File: config.mk
export PLATFORM = sky130hd
export DESIGN_NAME = sdram_ctrl_top
export DESIGN_NICKNAME = d
export VERILOG_FILES = /design/src/source/sdram_ctrl_pkg.sv /design/src/source/read_capture.sv /design/src/source/refresh_timer.sv /design/src/source/sdram_cmd_seq.sv /design/src/source/sdram_ctrl_top.sv /design/src/source/wb_port_arbiter.sv
export SDC_FILE = /design/constraint.sdc
export NUM_CORES = 1
export LEC_CHECK = 0
export ABC_AREA = 1
export ABC_CLOCK_PERIOD_IN_PS = 2130
export BUFFER_PORTS_ARGS = -buffer_cell sky130_fd_sc_hd__buf_2
export CAP_MARGIN = 20
export CORE_AREA = 3 3 130 132
export DETAILED_ROUTE_END_ITERATION = 10
export DIE_AREA = 0 0 133 135
export PLACE_DENSITY = 0.8
export SYNTH_ARGS = -nofsm -noshare
export SYNTH_HDL_FRONTEND = slang
export SYNTH_SLANG_ARGS = --single-unit
export TNS_END_PERCENT = 100
File: constraint.sdc
create_clock -name sdram_clk_0 -period 2.13 [get_ports sdram_clk_0]
set_input_delay 0.3195 -clock sdram_clk_0 [delete_from_list [all_inputs] [get_ports sdram_clk_0]]
set_output_delay 0.3195 -clock sdram_clk_0 [all_outputs]
set_load 0.1 [all_outputs]
File: src/source/sdram_ctrl_pkg.sv
`default_nettype none

package sdram_ctrl_pkg;

   // Wishbone side
   typedef logic [31:0] wb_data_t;
   typedef logic [3:0]  wb_sel_t;
   typedef logic [22:0] wb_addr_t;

   // SDRAM side, one 16-bit part
   typedef logic [15:0] sdram_data_t;
   typedef logic [1:0]  sdram_mask_t;
   typedef logic [1:0]  sdram_bank_t;
   typedef logic [12:0] sdram_addr_t;

   // Command pins as {ras_n, cas_n, we_n}
   typedef enum logic [2:0] {
      CMD_LOAD_MODE = 3'b000,
      CMD_REFRESH   = 3'b001,
      CMD_PRECHARGE = 3'b010,
      CMD_ACTIVE    = 3'b011,
      CMD_WRITE     = 3'b100,
      CMD_READ      = 3'b101,
      CMD_NOP       = 3'b111
   } sdram_cmd_t;

   // Word address split, bank on top, column word at the bottom
   localparam int COL_LSB  = 0;
   localparam int COL_W    = 8;
   localparam int ROW_LSB  = 8;
   localparam int ROW_W    = 13;
   localparam int BANK_LSB = 21;
   localparam int BANK_W   = 2;

   // A10 selects auto-precharge on read/write, all banks on precharge
   localparam int AUTO_PRECHARGE_BIT = 10;

   // Mode register burst field, two beats per access
   localparam logic [2:0] BURST_LENGTH_CODE = 3'b001;

endpackage

`default_nettype wire

File: src/source/read_capture.sv
`timescale 1ns/1ps
`default_nettype none

module read_capture
   import sdram_ctrl_pkg::*;
#(
   parameter int CAS_LATENCY = 2
) (
   input  wire              sdram_clk_0,
   input  wire              wb_rst,
   input  wire              rd_cmd_i,
   input  wire sdram_data_t dq_i,
   output logic             rd_valid_o,
   output wb_data_t         rd_data_o
);

   logic [CAS_LATENCY+1:0] pipe_q;
   sdram_data_t            dq_q;
   sdram_data_t            hi_q;

   // Read tokens, one per CMD_READ, several may be in flight
   always_ff @(posedge sdram_clk_0 or posedge wb_rst) begin
      if (wb_rst) begin
         pipe_q <= '0;
      end else begin
         pipe_q <= {pipe_q[CAS_LATENCY:0], rd_cmd_i};
      end
   end

   // Input register on DQ
   always_ff @(posedge sdram_clk_0) begin
      dq_q <= dq_i;
   end

   // First beat sits in dq_q CAS_LATENCY+1 cycles after the command
   always_ff @(posedge sdram_clk_0) begin
      if (pipe_q[CAS_LATENCY]) begin
         hi_q <= dq_q;
      end
   end

   assign rd_valid_o = pipe_q[CAS_LATENCY+1];
   assign rd_data_o  = {hi_q, dq_q};

endmodule

`default_nettype wire

File: src/source/refresh_timer.sv
`timescale 1ns/1ps
`default_nettype none

module refresh_timer #(
   parameter int REFRESH_INTERVAL = 780
) (
   input  wire  sdram_clk_0,
   input  wire  wb_rst,
   input  wire  ref_ack_i,
   output logic ref_req_o
);

   localparam int CNT_W = $clog2(REFRESH_INTERVAL + 1);
   localparam logic [CNT_W-1:0] RELOAD = CNT_W'(REFRESH_INTERVAL - 1);

   logic [CNT_W-1:0] cnt_q;

   // Free-running interval counter
   always_ff @(posedge sdram_clk_0 or posedge wb_rst) begin
      if (wb_rst) begin
         cnt_q <= RELOAD;
      end else if (cnt_q == '0) begin
         cnt_q <= RELOAD;
      end else begin
         cnt_q <= cnt_q - 1'b1;
      end
   end

   // Sticky request, set out of reset for the power-up refreshes
   always_ff @(posedge sdram_clk_0 or posedge wb_rst) begin
      if (wb_rst) begin
         ref_req_o <= 1'b1;
      end else if (cnt_q == '0) begin
         ref_req_o <= 1'b1;
      end else if (ref_ack_i) begin
         ref_req_o <= 1'b0;
      end
   end

endmodule

`default_nettype wire

File: src/source/sdram_cmd_seq.sv
`timescale 1ns/1ps
`default_nettype none

module sdram_cmd_seq
   import sdram_ctrl_pkg::*;
#(
   parameter int CAS_LATENCY = 2,
   parameter int T_RCD       = 2,
   parameter int T_RP        = 2,
   parameter int T_RFC       = 7
) (
   input  wire           sdram_clk_0,
   input  wire           wb_rst,
   input  wire           req_i,
   input  wire           we_i,
   input  wire wb_addr_t addr_i,
   input  wire wb_data_t wdata_i,
   input  wire wb_sel_t  sel_i,
   input  wire           ref_req_i,
   output logic          accept_o,
   output logic          wr_done_o,
   output logic          rd_cmd_o,
   output logic          ref_ack_o,
   output sdram_cmd_t    cmd_o,
   output logic          cs_n_o,
   output sdram_bank_t   ba_o,
   output sdram_addr_t   a_o,
   output sdram_data_t   dq_o,
   output logic          dq_oe_o,
   output sdram_mask_t   dqm_o
);

   localparam int WAIT_W = 8;

   // A wait of N holds ST_WAIT for N+1 cycles, the next command follows one later
   localparam logic [WAIT_W-1:0] RP_WAIT  = WAIT_W'((T_RP > 1) ? T_RP - 2 : 0);
   localparam logic [WAIT_W-1:0] RFC_WAIT = WAIT_W'((T_RFC > 1) ? T_RFC - 2 : 0);
   localparam logic [WAIT_W-1:0] RCD_WAIT = WAIT_W'((T_RCD > 0) ? T_RCD - 1 : 0);
   localparam logic [WAIT_W-1:0] RD_WAIT  = WAIT_W'(CAS_LATENCY + T_RP);
   localparam logic [WAIT_W-1:0] MRD_WAIT = WAIT_W'(0);

   localparam sdram_addr_t AP_MASK   = sdram_addr_t'(1) << AUTO_PRECHARGE_BIT;
   // Burst write, CAS latency, sequential type, burst length
   localparam sdram_addr_t MODE_WORD = {3'b000, 1'b0, 2'b00, 3'(CAS_LATENCY), 1'b0,
                                        BURST_LENGTH_CODE};

   typedef enum logic [2:0] {
      ST_POWERUP,
      ST_INIT_REF,
      ST_INIT_LMR,
      ST_IDLE,
      ST_RCD,
      ST_WR2,
      ST_WR_END,
      ST_WAIT
   } seq_state_t;

   seq_state_t        state_q;
   seq_state_t        ret_q;
   logic [WAIT_W-1:0] wait_q;
   logic              init_ref_done_q;
   logic              rw_go;

   // Activate to read/write delay has run out
   assign rw_go = (state_q == ST_RCD) && (wait_q == '0);

   always_ff @(posedge sdram_clk_0 or posedge wb_rst) begin
      if (wb_rst) begin
         state_q         <= ST_POWERUP;
         ret_q           <= ST_IDLE;
         wait_q          <= '0;
         init_ref_done_q <= 1'b0;
         cmd_o           <= CMD_NOP;
         cs_n_o          <= 1'b1;
         ba_o            <= '0;
         a_o             <= '0;
         accept_o        <= 1'b0;
         wr_done_o       <= 1'b0;
         rd_cmd_o        <= 1'b0;
         ref_ack_o       <= 1'b0;
         dq_oe_o         <= 1'b0;
         dqm_o           <= '0;
      end else begin
         // Single-cycle strobes
         cmd_o     <= CMD_NOP;
         accept_o  <= 1'b0;
         wr_done_o <= 1'b0;
         rd_cmd_o  <= 1'b0;
         ref_ack_o <= 1'b0;

         case (state_q)
            ST_POWERUP: begin
               // Precharge all banks
               cs_n_o  <= 1'b0;
               cmd_o   <= CMD_PRECHARGE;
               a_o     <= AP_MASK;
               wait_q  <= RP_WAIT;
               ret_q   <= ST_INIT_REF;
               state_q <= ST_WAIT;
            end
            ST_INIT_REF: begin
               cmd_o           <= CMD_REFRESH;
               ref_ack_o       <= 1'b1;
               init_ref_done_q <= 1'b1;
               wait_q          <= RFC_WAIT;
               ret_q           <= init_ref_done_q ? ST_INIT_LMR : ST_INIT_REF;
               state_q         <= ST_WAIT;
            end
            ST_INIT_LMR: begin
               cmd_o   <= CMD_LOAD_MODE;
               ba_o    <= '0;
               a_o     <= MODE_WORD;
               wait_q  <= MRD_WAIT;
               ret_q   <= ST_IDLE;
               state_q <= ST_WAIT;
            end
            ST_IDLE: begin
               // Refresh goes before any access
               if (ref_req_i) begin
                  cmd_o     <= CMD_REFRESH;
                  ref_ack_o <= 1'b1;
                  wait_q    <= RFC_WAIT;
                  ret_q     <= ST_IDLE;
                  state_q   <= ST_WAIT;
               end else if (req_i) begin
                  cmd_o    <= CMD_ACTIVE;
                  accept_o <= 1'b1;
                  ba_o     <= addr_i[BANK_LSB +: BANK_W];
                  a_o      <= addr_i[ROW_LSB +: ROW_W];
                  wait_q   <= RCD_WAIT;
                  state_q  <= ST_RCD;
               end
            end
            ST_RCD: begin
               if (rw_go) begin
                  // Even column, so the high half goes out first
                  a_o <= AP_MASK | sdram_addr_t'({addr_i[COL_LSB +: COL_W], 1'b0});
                  if (we_i) begin
                     cmd_o   <= CMD_WRITE;
                     dq_oe_o <= 1'b1;
                     dqm_o   <= ~sel_i[3:2];
                     state_q <= ST_WR2;
                  end else begin
                     cmd_o    <= CMD_READ;
                     rd_cmd_o <= 1'b1;
                     wait_q   <= RD_WAIT;
                     ret_q    <= ST_IDLE;
                     state_q  <= ST_WAIT;
                  end
               end else begin
                  wait_q <= wait_q - 1'b1;
               end
            end
            ST_WR2: begin
               dqm_o   <= ~sel_i[1:0];
               state_q <= ST_WR_END;
            end
            ST_WR_END: begin
               dq_oe_o   <= 1'b0;
               dqm_o     <= '0;
               wr_done_o <= 1'b1;
               wait_q    <= RP_WAIT;
               ret_q     <= ST_IDLE;
               state_q   <= ST_WAIT;
            end
            ST_WAIT: begin
               if (wait_q == '0) begin
                  state_q <= ret_q;
               end else begin
                  wait_q <= wait_q - 1'b1;
               end
            end
            default: begin
               state_q <= ST_POWERUP;
            end
         endcase
      end
   end

   // Write beats, high half with the command, low half next cycle
   always_ff @(posedge sdram_clk_0) begin
      if (rw_go && we_i) begin
         dq_o <= wdata_i[31:16];
      end else if (state_q == ST_WR2) begin
         dq_o <= wdata_i[15:0];
      end
   end

endmodule

`default_nettype wire

File: src/source/sdram_ctrl_top.sv
`timescale 1ns/1ps
`default_nettype none

module sdram_ctrl_top
   import sdram_ctrl_pkg::*;
#(
   parameter int CAS_LATENCY      = 2,
   parameter int T_RCD            = 2,
   parameter int T_RP             = 2,
   parameter int T_RFC            = 7,
   parameter int REFRESH_INTERVAL = 780
) (
   input  wire           sdram_clk_0,
   input  wire           wb_rst,
   // Port 0
   input  wire           wb0_cyc_i,
   input  wire           wb0_stb_i,
   input  wire           wb0_we_i,
   input  wire wb_addr_t wb0_adr_i,
   input  wire wb_sel_t  wb0_sel_i,
   input  wire wb_data_t wb0_dat_i,
   output wb_data_t      wb0_dat_o,
   output logic          wb0_ack_o,
   // Port 1
   input  wire           wb1_cyc_i,
   input  wire           wb1_stb_i,
   input  wire           wb1_we_i,
   input  wire wb_addr_t wb1_adr_i,
   input  wire wb_sel_t  wb1_sel_i,
   input  wire wb_data_t wb1_dat_i,
   output wb_data_t      wb1_dat_o,
   output logic          wb1_ack_o,
   // SDRAM pads
   output sdram_bank_t   ba_o,
   output sdram_addr_t   a_o,
   output logic          cs_n_o,
   output logic          ras_n_o,
   output logic          cas_n_o,
   output logic          we_n_o,
   output sdram_data_t   dq_o,
   output logic          dq_oe_o,
   output sdram_mask_t   dqm_o,
   input  wire sdram_data_t dq_i
);

   logic       req, we, accept, wr_done, rd_cmd, rd_valid;
   logic       ref_req, ref_ack;
   wb_addr_t   addr;
   wb_data_t   wdata, rd_data;
   wb_sel_t    sel;
   sdram_cmd_t cmd;

   assign {ras_n_o, cas_n_o, we_n_o} = cmd;

   wb_port_arbiter u_arbiter (
      .sdram_clk_0(sdram_clk_0), .wb_rst(wb_rst),
      .wb0_cyc_i(wb0_cyc_i), .wb0_stb_i(wb0_stb_i), .wb0_we_i(wb0_we_i),
      .wb0_adr_i(wb0_adr_i), .wb0_sel_i(wb0_sel_i), .wb0_dat_i(wb0_dat_i),
      .wb0_dat_o(wb0_dat_o), .wb0_ack_o(wb0_ack_o),
      .wb1_cyc_i(wb1_cyc_i), .wb1_stb_i(wb1_stb_i), .wb1_we_i(wb1_we_i),
      .wb1_adr_i(wb1_adr_i), .wb1_sel_i(wb1_sel_i), .wb1_dat_i(wb1_dat_i),
      .wb1_dat_o(wb1_dat_o), .wb1_ack_o(wb1_ack_o),
      .accept_i(accept), .wr_done_i(wr_done), .rd_valid_i(rd_valid), .rd_data_i(rd_data),
      .req_o(req), .we_o(we), .addr_o(addr), .wdata_o(wdata), .sel_o(sel)
   );

   refresh_timer #(.REFRESH_INTERVAL(REFRESH_INTERVAL)) u_refresh (
      .sdram_clk_0(sdram_clk_0), .wb_rst(wb_rst),
      .ref_ack_i(ref_ack), .ref_req_o(ref_req)
   );

   sdram_cmd_seq #(
      .CAS_LATENCY(CAS_LATENCY), .T_RCD(T_RCD), .T_RP(T_RP), .T_RFC(T_RFC)
   ) u_cmd_seq (
      .sdram_clk_0(sdram_clk_0), .wb_rst(wb_rst),
      .req_i(req), .we_i(we), .addr_i(addr), .wdata_i(wdata), .sel_i(sel),
      .ref_req_i(ref_req),
      .accept_o(accept), .wr_done_o(wr_done), .rd_cmd_o(rd_cmd), .ref_ack_o(ref_ack),
      .cmd_o(cmd), .cs_n_o(cs_n_o), .ba_o(ba_o), .a_o(a_o),
      .dq_o(dq_o), .dq_oe_o(dq_oe_o), .dqm_o(dqm_o)
   );

   read_capture #(.CAS_LATENCY(CAS_LATENCY)) u_read_capture (
      .sdram_clk_0(sdram_clk_0), .wb_rst(wb_rst),
      .rd_cmd_i(rd_cmd), .dq_i(dq_i),
      .rd_valid_o(rd_valid), .rd_data_o(rd_data)
   );

endmodule

`default_nettype wire

File: src/source/wb_port_arbiter.sv
`timescale 1ns/1ps
`default_nettype none

module wb_port_arbiter
   import sdram_ctrl_pkg::*;
(
   input  wire           sdram_clk_0,
   input  wire           wb_rst,
   // Port 0
   input  wire           wb0_cyc_i,
   input  wire           wb0_stb_i,
   input  wire           wb0_we_i,
   input  wire wb_addr_t wb0_adr_i,
   input  wire wb_sel_t  wb0_sel_i,
   input  wire wb_data_t wb0_dat_i,
   output wb_data_t      wb0_dat_o,
   output logic          wb0_ack_o,
   // Port 1
   input  wire           wb1_cyc_i,
   input  wire           wb1_stb_i,
   input  wire           wb1_we_i,
   input  wire wb_addr_t wb1_adr_i,
   input  wire wb_sel_t  wb1_sel_i,
   input  wire wb_data_t wb1_dat_i,
   output wb_data_t      wb1_dat_o,
   output logic          wb1_ack_o,
   // Sequencer side
   input  wire           accept_i,
   input  wire           wr_done_i,
   input  wire           rd_valid_i,
   input  wire wb_data_t rd_data_i,
   output logic          req_o,
   output logic          we_o,
   output wb_addr_t      addr_o,
   output wb_data_t      wdata_o,
   output wb_sel_t       sel_o
);

   logic busy_q;
   logic owner_q;
   logic pend0, pend1;
   logic done;

   // A port has a pending request for as long as its master holds cyc and stb
   assign pend0 = wb0_cyc_i & wb0_stb_i;
   assign pend1 = wb1_cyc_i & wb1_stb_i;

   // Completion that matches the direction of the latched request
   assign done = busy_q & (we_o ? wr_done_i : rd_valid_i);

   always_ff @(posedge sdram_clk_0 or posedge wb_rst) begin
      if (wb_rst) begin
         busy_q  <= 1'b0;
         owner_q <= 1'b0;
         req_o   <= 1'b0;
      end else if (!busy_q) begin
         // Port 0 wins a tie
         if (pend0 | pend1) begin
            busy_q  <= 1'b1;
            req_o   <= 1'b1;
            owner_q <= ~pend0;
         end
      end else begin
         if (accept_i) begin
            req_o <= 1'b0;
         end
         if (done) begin
            busy_q <= 1'b0;
         end
      end
   end

   // Request fields, frozen while busy
   always_ff @(posedge sdram_clk_0) begin
      if (!busy_q) begin
         if (pend0) begin
            we_o    <= wb0_we_i;
            addr_o  <= wb0_adr_i;
            wdata_o <= wb0_dat_i;
            sel_o   <= wb0_sel_i;
         end else begin
            we_o    <= wb1_we_i;
            addr_o  <= wb1_adr_i;
            wdata_o <= wb1_dat_i;
            sel_o   <= wb1_sel_i;
         end
      end
   end

   // Single-cycle ack to the owner, read data valid in the same cycle
   assign wb0_ack_o = done & ~owner_q;
   assign wb1_ack_o = done & owner_q;
   assign wb0_dat_o = rd_data_i;
   assign wb1_dat_o = rd_data_i;

endmodule

`default_nettype wire

After elaboration in Yosys (flattened, before gate mapping):

Index checks and enable logic that the tools add are counted.

* bits of input ports: 142
* output and inout bits: 104
* register bits: 167
* word-level logic and storage cells: 144

* multiplexer cells: 60
* eq/ne operators: 18
* reductions and logical operators: 26
* add/sub/neg operators: 2
* bitwise operators: 11

Operators by type and width (count)
* $pmux W13 S4: 1
* $pmux W3 S5: 3
* $mux W8: 5
* $pmux W8 S5: 1
* $mux W13: 3
* $mux W16: 2
* $mux W32: 1
* $mux W3: 10
* $mux W23: 1
* $mux W1: 21
* $eq A3 B3 Y1 const B: 4
* $mux W2: 6
* $ne A2 B2 Y1 const B: 6
* $reduce_and A3 Y1: 4
* $reduce_and A4 Y1: 3
* $logic_not A10 Y1: 1
* $mux W10: 1
* $reduce_bool A2 Y1: 5
* $reduce_bool A5 Y1: 2
* $sub A10 B1 Y10 const B: 1
* $logic_not A8 Y1: 1
* $sub A8 B1 Y8 const B: 1
* $eq A3 B2 Y1 const B: 2
* $ne A2 B1 Y1 const B: 3
* other kinds (18): 29

Depth between registers and ports, before layout:

Gate-level depths: netlist of run 1.

* word-level depth: 4
* mapped depth: 10
* gate-level depth less buffers: 9

Cells and area by module:

A second synthesis of run 1 with hierarchy kept.

* cells, all modules: 774
* area, all modules: 7713.6 µm²

Modules (own cells, without submodules)
* wb_port_arbiter: instances 1, cells each 352, area each 3329.4 µm², sequential area each 1876.8 µm²
* sdram_cmd_seq: instances 1, cells each 310, area each 2902.8 µm², sequential area each 1488.9 µm²
* read_capture: instances 1, cells each 37, area each 904.6 µm², sequential area each 900.9 µm²
* refresh_timer: instances 1, cells each 75, area each 576.8 µm², sequential area each 282.8 µm²

Worst setup path after synthesis of run 1:

No wires, ideal clock.

* path type: reg2out
* start: register u_arbiter.busy_q
* end: output port wb0_ack_o
* buffers on the path: 0
* arrival: 2.793 ns
* required time: 1.811 ns
* path slack: -0.983 ns
* cell stages (with the launch flop): 5
* cell sequence: dfrtp_1 inv_1 nor3_1 inv_1 nor2_1

* longest elaborated chain between the ends: 2

Ends and longest elaborated chain
* from (decl): RTL line wb_port_arbiter.sv:39 `logic busy_q;`
* from (signal assigned): RTL line wb_port_arbiter.sv:53 `busy_q <= 1'b0;`
* from (signal assigned): RTL line wb_port_arbiter.sv:59 `busy_q <= 1'b1;`
* from (signal assigned): RTL line wb_port_arbiter.sv:68 `busy_q <= 1'b0;`
* $and A1 B1 Y1: RTL line wb_port_arbiter.sv:49 `assign done = busy_q & (we_o ? wr_done_i : rd_valid_i);`
* $and A1 B1 Y1: RTL line wb_port_arbiter.sv:91 `assign wb0_ack_o = done & ~owner_q;`
* to (decl): RTL line sdram_ctrl_top.sv:23 `output logic wb0_ack_o,`

Every way passes these cells.

Worst setup path after layout of run 1:

* start: register u_arbiter.we_o
* end: output port wb0_ack_o

* longest elaborated chain between the ends: 3

Ends and longest elaborated chain
* from (decl): RTL line wb_port_arbiter.sv:33 `output logic we_o,`
* from (signal assigned): RTL line wb_port_arbiter.sv:77 `we_o <= wb0_we_i;`
* from (signal assigned): RTL line wb_port_arbiter.sv:82 `we_o <= wb1_we_i;`
* $mux W1: RTL line wb_port_arbiter.sv:49
* $and A1 B1 Y1: RTL line wb_port_arbiter.sv:49
* $and A1 B1 Y1: RTL line wb_port_arbiter.sv:91

Every way passes these cells.

==> summary.txt, run 1 <==
Status: completed
Slew Viols, Final: 0
Post-CTS Setup Bufs: 0
GP Congestion: 0.849
Post-DP HPWL: 11,300 µm
CP Capture Type: output port
Max-cap violations: 0
Vias: 5,055
Post-synth top area cell: edfxtp_1
Worst EP required: 1.81 ns
IO Count: 246
Area grow syn2layout: 28.2%
Detail-routed net length per standard cell: 14.3 µm
Final WL: 15,400 µm
CTS tree: built
Clock slew at reported path FFs: 0.07 ns
Seq/Total Area, Yosys: 62.9%
Reg2reg path depth: 9
Worst setup margin: 0.122 ns
CTS max path bufs: 2
Die area: 18,000 µm²
Overflow left after global routing: 0
CTS Buf Count: 17
Tcrit/Tclk final: 94.3%
Slew at the pin closest to its max-slew limit: 0.689 ns
Root Buffer: clkbuf_16
Setup Crit Path Kind: register to output port
Power Dens Cells: 1380 nW/µm²
Syn Inst Count: 611
VDD IR-drop max: 0.734 mV
Commonest cells in the netlist: nand2_1 (140), edfxtp_1 (92), mux2_2 (60), inv_1 (49), dfrtp_1 (46)
Hold/Removal Path Class: primary input to register
ANT cells: 0
DRC Markers: 0
Synthesis Warnings: 0
Number of global-route vias before repair: 5,002
Mean Syn Cell Area: 11.8 µm²
Slew Limit Headroom: 54.1%
Tot GR Track Use: 17.1%
RSZ-0062 raised after global routing: false
Mapped Area: 7230 µm²
Num rows: 46
Router iterations before antenna repair: 5
Syn nets: 757
Layout cell share with drive strength beyond 1: 46.0%
Final clock skew: 0.0135 ns
WHS Path Cells: 2
Most used DFF post-synth: edfxtp_1
Die X: 133 µm
Clk sinks: 166
Top cells by area, synth: edfxtp_1 (38%), dfrtp_1 (16%), mux2_2 (9.3%)
I/O Buffers: 245
Largest net degree at the start of global routing: 63
CP max FO: 4
DRT iter0 DRCs: 217
Yosys reg bits: 166
F_max: 498 MHz
Via-to-Cell Ratio: 4.68
Die height: 135 µm
Area of the core: 15,800 µm²
Endpoints failing setup: 0
Starting density of the core: 45.7%
First-pass GRT wire length: 24,300 µm
Leakage: 4.31 nW
Worst EP arrival: 1.69 ns
Nets: 998
Final design utilization: 58.6%
Clock period minus worst slack: 2.01 ns
Antenna violations before repair: 0
H-tree Lvls: 4
Hold Violations, Final: 0
Ys async rst share: 34.9%
Area share of the largest cell type after synthesis: 38.2%
Power, Total: 12.8 mW
Most common cell in the synthesized netlist: nand2_1
Later-pin clock latency in the skew report: 0.43 ns
Post-synth EDFFs: 92
Yosys cell types: 38
Pre-CTS WS: 0.365 ns
Startpoint Class: register
DRT antenna net count: 0
Hold slack: 0.194 ns
==> sequential cells by signal (all words and copies together), names as in the netlist, 2 cells and up <==
signal,count
u_cmd_seq.dqm_o,2
u_cmd_seq.dq_o,16
u_cmd_seq.ret_q,2
u_refresh.cnt_q,10
u_arbiter.sel_o,4
u_cmd_seq.wait_q,8
u_read_capture.dq_q,16
u_read_capture.pipe_q,4
u_cmd_seq.ba_o,2
u_cmd_seq.state_q,3
u_cmd_seq.a_o,13
u_arbiter.addr_o,23
u_cmd_seq.cmd_o,3
u_read_capture.hi_q,16
u_arbiter.wdata_o,32
==> area by class of cell <==
cell class	count	area [µm²]
clock buffers	17	425
clock inverters	15	164
fillers	1291	6550
inverters	54	211
multi-input cells	343	2130
flip-flops and latches	166	4550
well taps	216	270
repair buffers	270	1520
==> through the flow <==
stage	std cells	area [µm²]	TNS, ns
2_1_floorplan	611	7260	-0.635
6_report	1081	9280	0
5_1_grt	1081	9280	0
4_1_cts	1081	9280	0
3_3_place_gp	1032	8520	0
3_5_place_dp	1032	8520	0
==> where the power goes <==
part | switching [mW] | internal, mW | total [mW]
logic | 3.86 | 1.09 | 4.95
clock network | 1.31 | 1.75 | 3.06
registers | 0.398 | 4.37 | 4.77
==> critical path, stage by stage, from the launching register on <==
cell	delay, ns
edfxtp_1	0.47
inv_1	0.12
nor2_1	0.06
nor3_2	0.22
inv_2	0.09
nor2_4	0.13
buf_12	0.18
==> path summary, 6_finish.rpt <==
kind                                                 start                                 end  slack, ns
max                               u_arbiter.we_o$_DFFE_PN_                           wb0_ack_o       0.12
min                                           wb0_adr_i[3]       u_arbiter.addr_o[3]$_DFFE_PN_       0.19
max reg2reg                u_cmd_seq.wait_q[0]$_DFFE_PP0P_        u_cmd_seq.a_o[8]$_DFFE_PP0P_       0.36
min reg2reg                   u_cmd_seq.rd_cmd_o$_DFF_PP0_  u_read_capture.pipe_q[0]$_DFF_PP0_       0.35
max in group asynchronous                           wb_rst        u_refresh.cnt_q[1]$_DFF_PP1_       1.33
min in group asynchronous                           wb_rst        u_refresh.cnt_q[6]$_DFF_PP0_       0.49
==> kinds of logic after synthesis <==
kind of cell    Yosys count  synth area share [%]
mux                      60                  9.34
fa+ha+maj                 4                 0.692
flops                   166                  62.9
buf+inv                 102                  7.97
simple gates            217                  13.3
compound gates           58                  5.33
xor+xnor                  4                 0.484
==> cell usage in the layout, fill, tap and decap left out, types with 16 or more instances in the layout <==
| cell | Yosys | final |
|---|---|---|
| clkbuf_16 | 0 | 17 |
| dfxtp_1 | 16 | 16 |
| nor2_1 | 28 | 26 |
| dfrtp_1 | 46 | 46 |
| edfxtp_1 | 92 | 92 |
| nand2_1 | 140 | 139 |
| buf_2 | 7 | 243 |
| dlygate4sd3_1 | 0 | 17 |
| inv_1 | 49 | 46 |
| mux2_2 | 60 | 60 |
| nand3_1 | 23 | 23 |
==> metal layers <==
layer | vias up | GRT usage, % | share of wire (%)
li1 | 2522 | - | -
met1 | 2336 | 20.3 | 41
met2 | 177 | 29.5 | 51
met3 | 20 | 4.32 | 6.2
met4 | 0 | 7.56 | 1.8
met5 | - | 0 | 0
==> what timing repair did <==
| item | CTS | global route |
|---|---|---|
| resized for setup | 0 | 0 |
| hold endpoints to repair | 62 | 0 |
| hold buffers | 17 | 0 |
Power figures use the tool's default switching activity.
==> inputs of run 2 (changes only) <==
Settings changed: CORE_AREA 3 3 130 132 to 3 3 134 136, DIE_AREA 0 0 133 135 to 0 0 137 139, PLACE_DENSITY 0.8 to unset, PLACE_DENSITY_LB_ADDON set to 0.2, SYNTH_HIERARCHICAL set to 1.
==> run 2 against run 1 <==
Via count up 12%; synthesized cell count up 27%; first-iteration DRC count up 44%; sequential share of layout area down 0.76 points; critical path type unchanged; largest power group unchanged.
==> summary.txt, run 2 <==
Tcrit/Tclk final: 89.1% (was 94.3%)
Switching power: 5.75 mW (was 5.56 mW)
Top layer in use: met5 (was met4)
DRC Markers: 0 (unchanged)
Combinational power share: 39.5% (was 38.7%)
Power Dens Cells: 1390 nW/µm² (was 1380 nW/µm²)
Setup Crit Path Kind: register to output port (unchanged)
Most used DFF post-synth: edfxtp_1 (unchanged)
Final WL: 16,600 µm (was 15,400 µm)
Layout cell share with drive strength beyond 1: 35.4% (was 46.0%)
Sequential share of power: 36.9% (was 37.3%)
Slew Limit Headroom: 55.9% (was 54.1%)
FF-to-FF Start: u_cmd_seq/wait_q[0]$_DFFE_PP0P_ (was u_cmd_seq.wait_q[0]$_DFFE_PP0P_)
Slew Viols, Final: 0 (unchanged)
Pre-CTS WS: 0.261 ns (was 0.365 ns)
Hold/Removal Path Class: primary input to register (unchanged)
RSZ-0062 raised after global routing: false (unchanged)
Biggest register: u_arbiter/wdata_o (was u_arbiter.wdata_o)
Syn nets: 919 (was 757)
Die area: 19,000 µm² (was 18,000 µm²)
Tot GR Track Use: 17.9% (was 17.1%)
Root Buffer: clkbuf_16 (unchanged)
Die X: 137 µm (was 133 µm)
Slew at the pin closest to its max-slew limit: 0.662 ns (was 0.689 ns)
Met2 WL: 7820 µm (was 7870 µm)
H-tree Lvls: 4 (unchanged)
Hold path start: wb1_adr_i[3] (was wb0_adr_i[3])
Switching share of power: 43.8% (was 43.5%)
Yosys cell types: 39 (was 38)
Mapped Area: 7710 µm² (was 7230 µm²)
Commonest non-fill, non-tap cell in the layout: nand2_1 (was buf_2)
DRT iter0 DRCs: 313 (was 217)
Syn Inst Count: 774 (was 611)
Seq/Total Area, Yosys: 59.0% (was 62.9%)
Leakage: 4.69 nW (was 4.31 nW)
Top cells by area, synth: edfxtp_1 (36%), dfrtp_1 (15%), nand2_1 (12%) (was edfxtp_1 (38%), dfrtp_1 (16%), mux2_2 (9.3%))
Area of the core: 17,100 µm² (was 15,800 µm²)
Router iterations before antenna repair: 4 (was 5)
Commonest cells in the netlist: nand2_1 (252), edfxtp_1 (92), nand3_1 (80), buf_4 (72), inv_1 (50) (was nand2_1 (140), edfxtp_1 (92), mux2_2 (60), inv_1 (49), dfrtp_1 (46))
Fillers: 1,535 (was 1,291)
Critical path startpoint: u_arbiter/we_o$_DFFE_PN_ (was u_arbiter.we_o$_DFFE_PN_)
Overflow left after global routing: 0 (unchanged)
Largest net degree at the start of global routing: 63 (unchanged)
Post-DP HPWL: 12,300 µm (was 11,300 µm)
Wire length on met3: 1160 µm (was 960 µm)
Worst EP required: 1.81 ns (about the same)
F_max: 527 MHz (was 498 MHz)
Clock slew at reported path FFs: 0.06 ns (was 0.07 ns)
Die height: 139 µm (was 135 µm)
Clock period minus worst slack: 1.90 ns (was 2.01 ns)
Mean Syn Cell Area: 9.97 µm² (was 11.8 µm²)
CP Capture Type: output port (unchanged)
Number of global-route vias before repair: 5,411 (was 5,002)
CTS tree: built (unchanged)
Starting density of the core: 45.2% (was 45.7%)
Area of the multi-input gates: 2290 µm² (was 2130 µm²)
Int Pwr: 7.38 mW (was 7.22 mW)
Detail-routed net length per standard cell: 13.7 µm (was 14.3 µm)
DRT antenna net count: 0 (unchanged)
GP Congestion: 0.879 (was 0.849)
Startpoint Class: register (unchanged)
Worst EP arrival: 1.58 ns (was 1.69 ns)
Hold Violations, Final: 0 (unchanged)
Synthesis Warnings: 6 (was 0)
Most common cell in the synthesized netlist: nand2_1 (unchanged)
Clock power share: 23.6% (was 24.0%)
Most frequent cells in the layout: nand2_1 (252), buf_2 (243), edfxtp_1 (92) (was buf_2 (243), nand2_1 (139), edfxtp_1 (92))
Ys async rst share: 34.9% (unchanged)
CP max FO: 5 (was 4)
Final design utilization: 55.2% (was 58.6%)
Num rows: 48 (was 46)
CTS max path bufs: 2 (unchanged)
Final cell count without fillers: 1,212 (was 1,081)
Sum Neg Setup Slack: 0 ns (unchanged)
Max FFs per register: 32 (unchanged)
Endpoints failing setup: 0 (unchanged)
Post-CTS Setup Bufs: 0 (unchanged)
Largest registers: u_arbiter/wdata_o (32), u_arbiter/addr_o (23) (was u_arbiter.wdata_o (32), u_arbiter.addr_o (23))
Register Area: 4550 µm² (unchanged)
Yosys reg bits: 166 (unchanged)
Final clock skew: 0.00907 ns (was 0.0135 ns)
CTS Buf Count: 17 (unchanged)
Placed Cells: 1,163 (was 1,032)
Max-cap violations: 0 (unchanged)
Antenna violations before repair: 3 (was 0)
VDD IR-drop max: 0.722 mV (was 0.734 mV)
Post-synth EDFFs: 92 (unchanged)
Wire length on met1: 7380 µm (was 6330 µm)
Worst setup margin: 0.233 ns (was 0.122 ns)
Later-pin clock latency in the skew report: 0.42 ns (was 0.43 ns)
Power, Total: 13.1 mW (was 12.8 mW)
I/O Buffers: 245 (unchanged)
Via-to-Cell Ratio: 4.66 (was 4.68)
First-pass GRT wire length: 26,800 µm (was 24,300 µm)
Area grow syn2layout: 22.1% (was 28.2%)
Status: completed (unchanged)
IO Count: 246 (unchanged)
Vias: 5,653 (was 5,055)
Clk sinks: 166 (unchanged)
Area share of the largest cell type after synthesis: 35.8% (was 38.2%)
Nets: 1,119 (was 998)
Post-synth top area cell: edfxtp_1 (unchanged)
-- run 2: cell count changes after synthesis, moves of 3 or more --
cell / change
o21ai_2: -12
nand2_1: +112
nand3_1: +57
o21ai_0: +8
a31oi_1: -3
buf_4: +37
nand2_2: +3
nor2_2: +4
a21oi_1: -6
mux2_2: -52
mux2_4: +8
buf_2: +8
-- run 2: power by group through the flow --
stage               combinational, mW  sequential, mW  clock [mW]
finish                           5.18            4.85        3.10
global route                     5.60            4.94        3.32
CTS                              5.24            4.86        3.17
detailed placement               5.21            4.91           0
global placement                 5.17            4.90           0
floorplan                        2.55            6.54           0
-- run 2: layout make-up --
type | count | share of cell area, %
tap | 225 | 2.99
clock inverter | 14 | 1.85
multi-input combinational | 462 | 24.3
clock buffer | 17 | 4.52
antenna | 1 | 0.0266
timing repair buffer | 273 | 15.9
inverter | 54 | 2.15
sequential | 166 | 48.3
-- run 2: metal layers --
metal	global-route usage, %	vias up
li1	-	2872
met1	23.9	2557
met2	28.2	197
met3	5.04	23
met4	5.83	4
met5	0	-
-- run 2: metrics by stage --
stage          hold WS (ns)  cell area (µm²)
2_1_floorplan        0.0731             7710
3_3_place_gp          0.244             8640
3_5_place_dp          0.249             8640
4_1_cts               0.144             9410
5_1_grt               0.153             9420
6_report              0.161             9420
-- run 2: what timing repair did --
action	CTS	global route
hold buffers	17	0
resized for setup	0	2
setup endpoints to repair	0	2
hold endpoints to repair	28	0
-- run 2: worst max-delay path, stage by stage, from the launching register on --
cell and delay, ns:
edfxtp_1 0.47, inv_1 0.09, nand2_1 0.07, nand3_1 0.08, nor2_1 0.11, clkbuf_4 0.34
-- run 2: worst paths after layout --
path / end / slack (ns) / cells past startpoint
min: u_arbiter/addr_o[3]$_DFFE_PN_ / 0.16 / 3
min in group asynchronous: u_arbiter/owner_q$_DFFE_PP0P_ / 0.36 / 3
max in group asynchronous: u_cmd_seq/cmd_o[2]$_DFF_PP1_ / 1.14 / 4
max: wb0_ack_o / 0.23 / 5
max reg2reg: u_cmd_seq/a_o[7]$_DFFE_PP0P_ / 0.27 / 10
min reg2reg: u_read_capture/pipe_q[2]$_DFF_PP0_ / 0.35 / 0
-- run 2: cell families (layout without fill, tap and decap cells) --
| kind of cell | count (synthesis) | after routing | share of synthesized area [%] |
|---|---|---|---|
| and+or+nand+nor | 395 | 395 | 22.6 |
| DFF | 166 | 166 | 59.0 |
| buffers and inverters | 146 | 358 | 11.4 |
| AOI/OAI and AO/OA | 44 | 44 | 3.39 |
| muxes | 16 | 16 | 2.73 |
| xor gates and xnor gates | 4 | 4 | 0.454 |
| adders and majority gates | 3 | 3 | 0.487 |
| other | 0 | 1 | 0 |
==> inputs of run 3 (changes only) <==
Settings changed: BUFFER_PORTS_ARGS -buffer_cell sky130_fd_sc_hd__buf_2 to unset, CORE_AREA 3 3 134 136 to 3 3 133 135, DIE_AREA 0 0 137 139 to 0 0 136 138, DONT_BUFFER_PORTS set to 1, PLACE_DENSITY_LB_ADDON 0.2 to unset.
==> run 3 against run 2 <==
Sequential power increased by 3%; via count decreased by 7.3%; final area decreased by 1.3%; largest power group unchanged; register-to-register slack got worse by 0.03 ns; cell count decreased by 14%; non-clock buffer count decreased by 160; power increased by 2.2%.
==> summary.txt, run 3 (synthesis results as in run 2) <==
Antenna violations before repair: 1 (was 3)
Clk sinks: 166 (unchanged)
Die height: 138 µm (was 139 µm)
DRC Markers: 0 (unchanged)
Clock period minus worst slack: 1.89 ns (was 1.90 ns)
Worst setup margin: 0.238 ns (was 0.233 ns)
I/O Buffers: 0 (was 245)
CTS Buf Count: 17 (unchanged)
Startpoint Class: register (unchanged)
VDD IR-drop max: 0.894 mV (was 0.722 mV)
Worst EP arrival: 2.25 ns (was 1.58 ns)
Biggest register: u_arbiter/wdata_o (unchanged)
Tot GR Track Use: 17.7% (was 17.9%)
Max-cap violations: 0 (unchanged)
Largest registers: u_arbiter/wdata_o (32), u_arbiter/addr_o (23) (unchanged)
Area grow syn2layout: 20.5% (was 22.1%)
Status: completed (unchanged)
DRT antenna net count: 0 (unchanged)
Most frequent cells in the layout: nand2_1 (252), edfxtp_1 (92), nand3_1 (80) (was nand2_1 (252), buf_2 (243), edfxtp_1 (92))
Tcrit/Tclk final: 88.8% (was 89.1%)
CP Capture Type: register (was output port)
Overflow left after global routing: 0 (unchanged)
First-pass GRT wire length: 26,400 µm (was 26,800 µm)
Hold/Removal Path Class: primary input to register (unchanged)
Die area: 18,800 µm² (was 19,000 µm²)
Starting density of the core: 46.5% (was 45.2%)
Root Buffer: clkbuf_16 (unchanged)
H-tree Lvls: 4 (unchanged)
Clock slew at reported path FFs: 0.07 ns (was 0.06 ns)
F_max: 528 MHz (was 527 MHz)
Via-to-Cell Ratio: 5.00 (was 4.66)
Number of global-route vias before repair: 5,170 (was 5,411)
Later-pin clock latency in the skew report: 0.42 ns (about the same)
GP Congestion: 0.826 (was 0.879)
Endpoints failing setup: 0 (unchanged)
Num rows: 47 (was 48)
Vias: 5,241 (was 5,653)
Pre-CTS WS: 0.293 ns (was 0.261 ns)
PostCTS Resize Cnt: 0 (unchanged)
Commonest non-fill, non-tap cell in the layout: nand2_1 (unchanged)
Post-DP HPWL: 12,400 µm (was 12,300 µm)
CTS max path bufs: 2 (unchanged)
Power Dens Cells: 1440 nW/µm² (was 1390 nW/µm²)
Area of the core: 16,600 µm² (was 17,100 µm²)
DRT iter0 DRCs: 274 (was 313)
Layout cell share with drive strength beyond 1: 25.3% (was 35.4%)
Nets: 959 (was 1,119)
Largest net degree at the start of global routing: 63 (unchanged)
Leakage: 4.30 nW (was 4.69 nW)
IO Count: 246 (unchanged)
Final WL: 16,400 µm (was 16,600 µm)
Max FFs per register: 32 (unchanged)
Setup Crit Path Kind: register to register (was register to output port)
Slew at the pin closest to its max-slew limit: 0.707 ns (was 0.662 ns)
Worst EP required: 2.49 ns (was 1.81 ns)
Slew Limit Headroom: 52.8% (was 55.9%)
Power, Total: 13.4 mW (was 13.1 mW)
Placed Cells: 998 (was 1,163)
CTS tree: built (unchanged)
Die X: 136 µm (was 137 µm)
Slew Viols, Final: 0 (unchanged)
Hold Violations, Final: 0 (unchanged)
RSZ-0062 raised after global routing: false (unchanged)
Final cell count without fillers: 1,048 (was 1,212)
Router iterations before antenna repair: 4 (unchanged)
Detail-routed net length per standard cell: 15.6 µm (was 13.7 µm)
CP max FO: 19 (was 5)
Final clock skew: 0.00662 ns (was 0.00907 ns)
Fillers: 1,457 (was 1,535)
==> run 3: changes by cell type in the layout (fill, tap and decap cells not counted) <==
cell and delta:
dfxtp_1 -16, clkinvlp_4 -1, clkinv_1 -1, buf_4 +62, dfxtp_2 +16, nor2_2 +2, clkbuf_4 -2, buf_12 +7
inv_8 +4, inv_6 -3, nor2_1 -2, buf_2 -243, buf_16 +16, clkinv_8 +2
==> run 3: where the power goes <==
group	total (mW)	internal, mW	switching (mW)
sequential	4.99	4.42	0.569
clock	3.27	1.90	1.37
combinational	5.16	1.25	3.91
==> run 3: critical path, cell delays in order, from the launching register on <==
cell and delay, ns:
dfrtp_1 0.38, inv_1 0.13, ha_1 0.17, nand3_1 0.14, inv_1 0.08, nand2_1 0.18
nand2_2 0.18, nand3_4 0.21, inv_2 0.19, nand2_1 0.10, nand2_1 0.07
==> run 3: layout make-up <==
cell class	count	area [µm²]	share of cell area, %
tap	220	275	2.96
sequential	166	4570	49.2
inverter	54	203	2.18
multi-input combinational	462	2290	24.7
timing repair buffer	113	1310	14.1
clock inverter	15	214	2.30
clock buffer	17	425	4.58
antenna	1	2.50	0.0269
==> run 3: metrics by stage <==
| step | hold slack (ns) | util [%] | setup TNS (ns) | instance area (µm²) |
|---|---|---|---|---|
| global placement | 0.0890 | 51.1 | 0 | 8480 |
| CTS | 0.0296 | 56.0 | 0 | 9290 |
| global route | 0.0495 | 56.0 | 0 | 9290 |
| finish | 0.0496 | 56.0 | 0 | 9290 |
| floorplan | 0.0731 | - | -0.0625 | 7710 |
| detailed placement | 0.0885 | 51.1 | 0 | 8480 |
==> run 3: timing repair <==
item | CTS | global route
endpoints found under the setup margin | 0 | 0
hold endpoints to repair | 38 | 0
buffers inserted | 0 | 0
hold buffers | 17 | 0
==> run 3: layer usage <==
| metal | routed length, µm | global-route usage, % | vias to the layer above |
|---|---|---|---|
| li1 | - | - | 2550 |
| met1 | 6830 | 22.9 | 2447 |
| met2 | 8030 | 28.5 | 215 |
| met3 | 1110 | 4.22 | 29 |
| met4 | 393 | 7.37 | 0 |
| met5 | 0 | 0 | - |
==> run 3: worst paths after layout <==
kind / start / end / slack (ns) / depth (start not counted)
setup reg to reg: u_cmd_seq/wait_q[0]$_DFFE_PP0P_ / u_cmd_seq/a_o[2]$_DFFE_PP0P_ / 0.24 / 10
hold / removal: wb1_stb_i / u_arbiter/owner_q$_DFFE_PP0P_ / 0.05 / 2
max in group asynchronous: wb_rst / u_cmd_seq/cs_n_o$_DFFE_PP1P_ / 1.07 / 3
min in group asynchronous: wb_rst / u_arbiter/owner_q$_DFFE_PP0P_ / 0.33 / 2
hold reg to reg: u_read_capture/pipe_q[1]$_DFF_PP0_ / u_read_capture/pipe_q[2]$_DFF_PP0_ / 0.34 / 0
setup / recovery: u_cmd_seq/wait_q[0]$_DFFE_PP0P_ / u_cmd_seq/a_o[2]$_DFFE_PP0P_ / 0.24 / 10
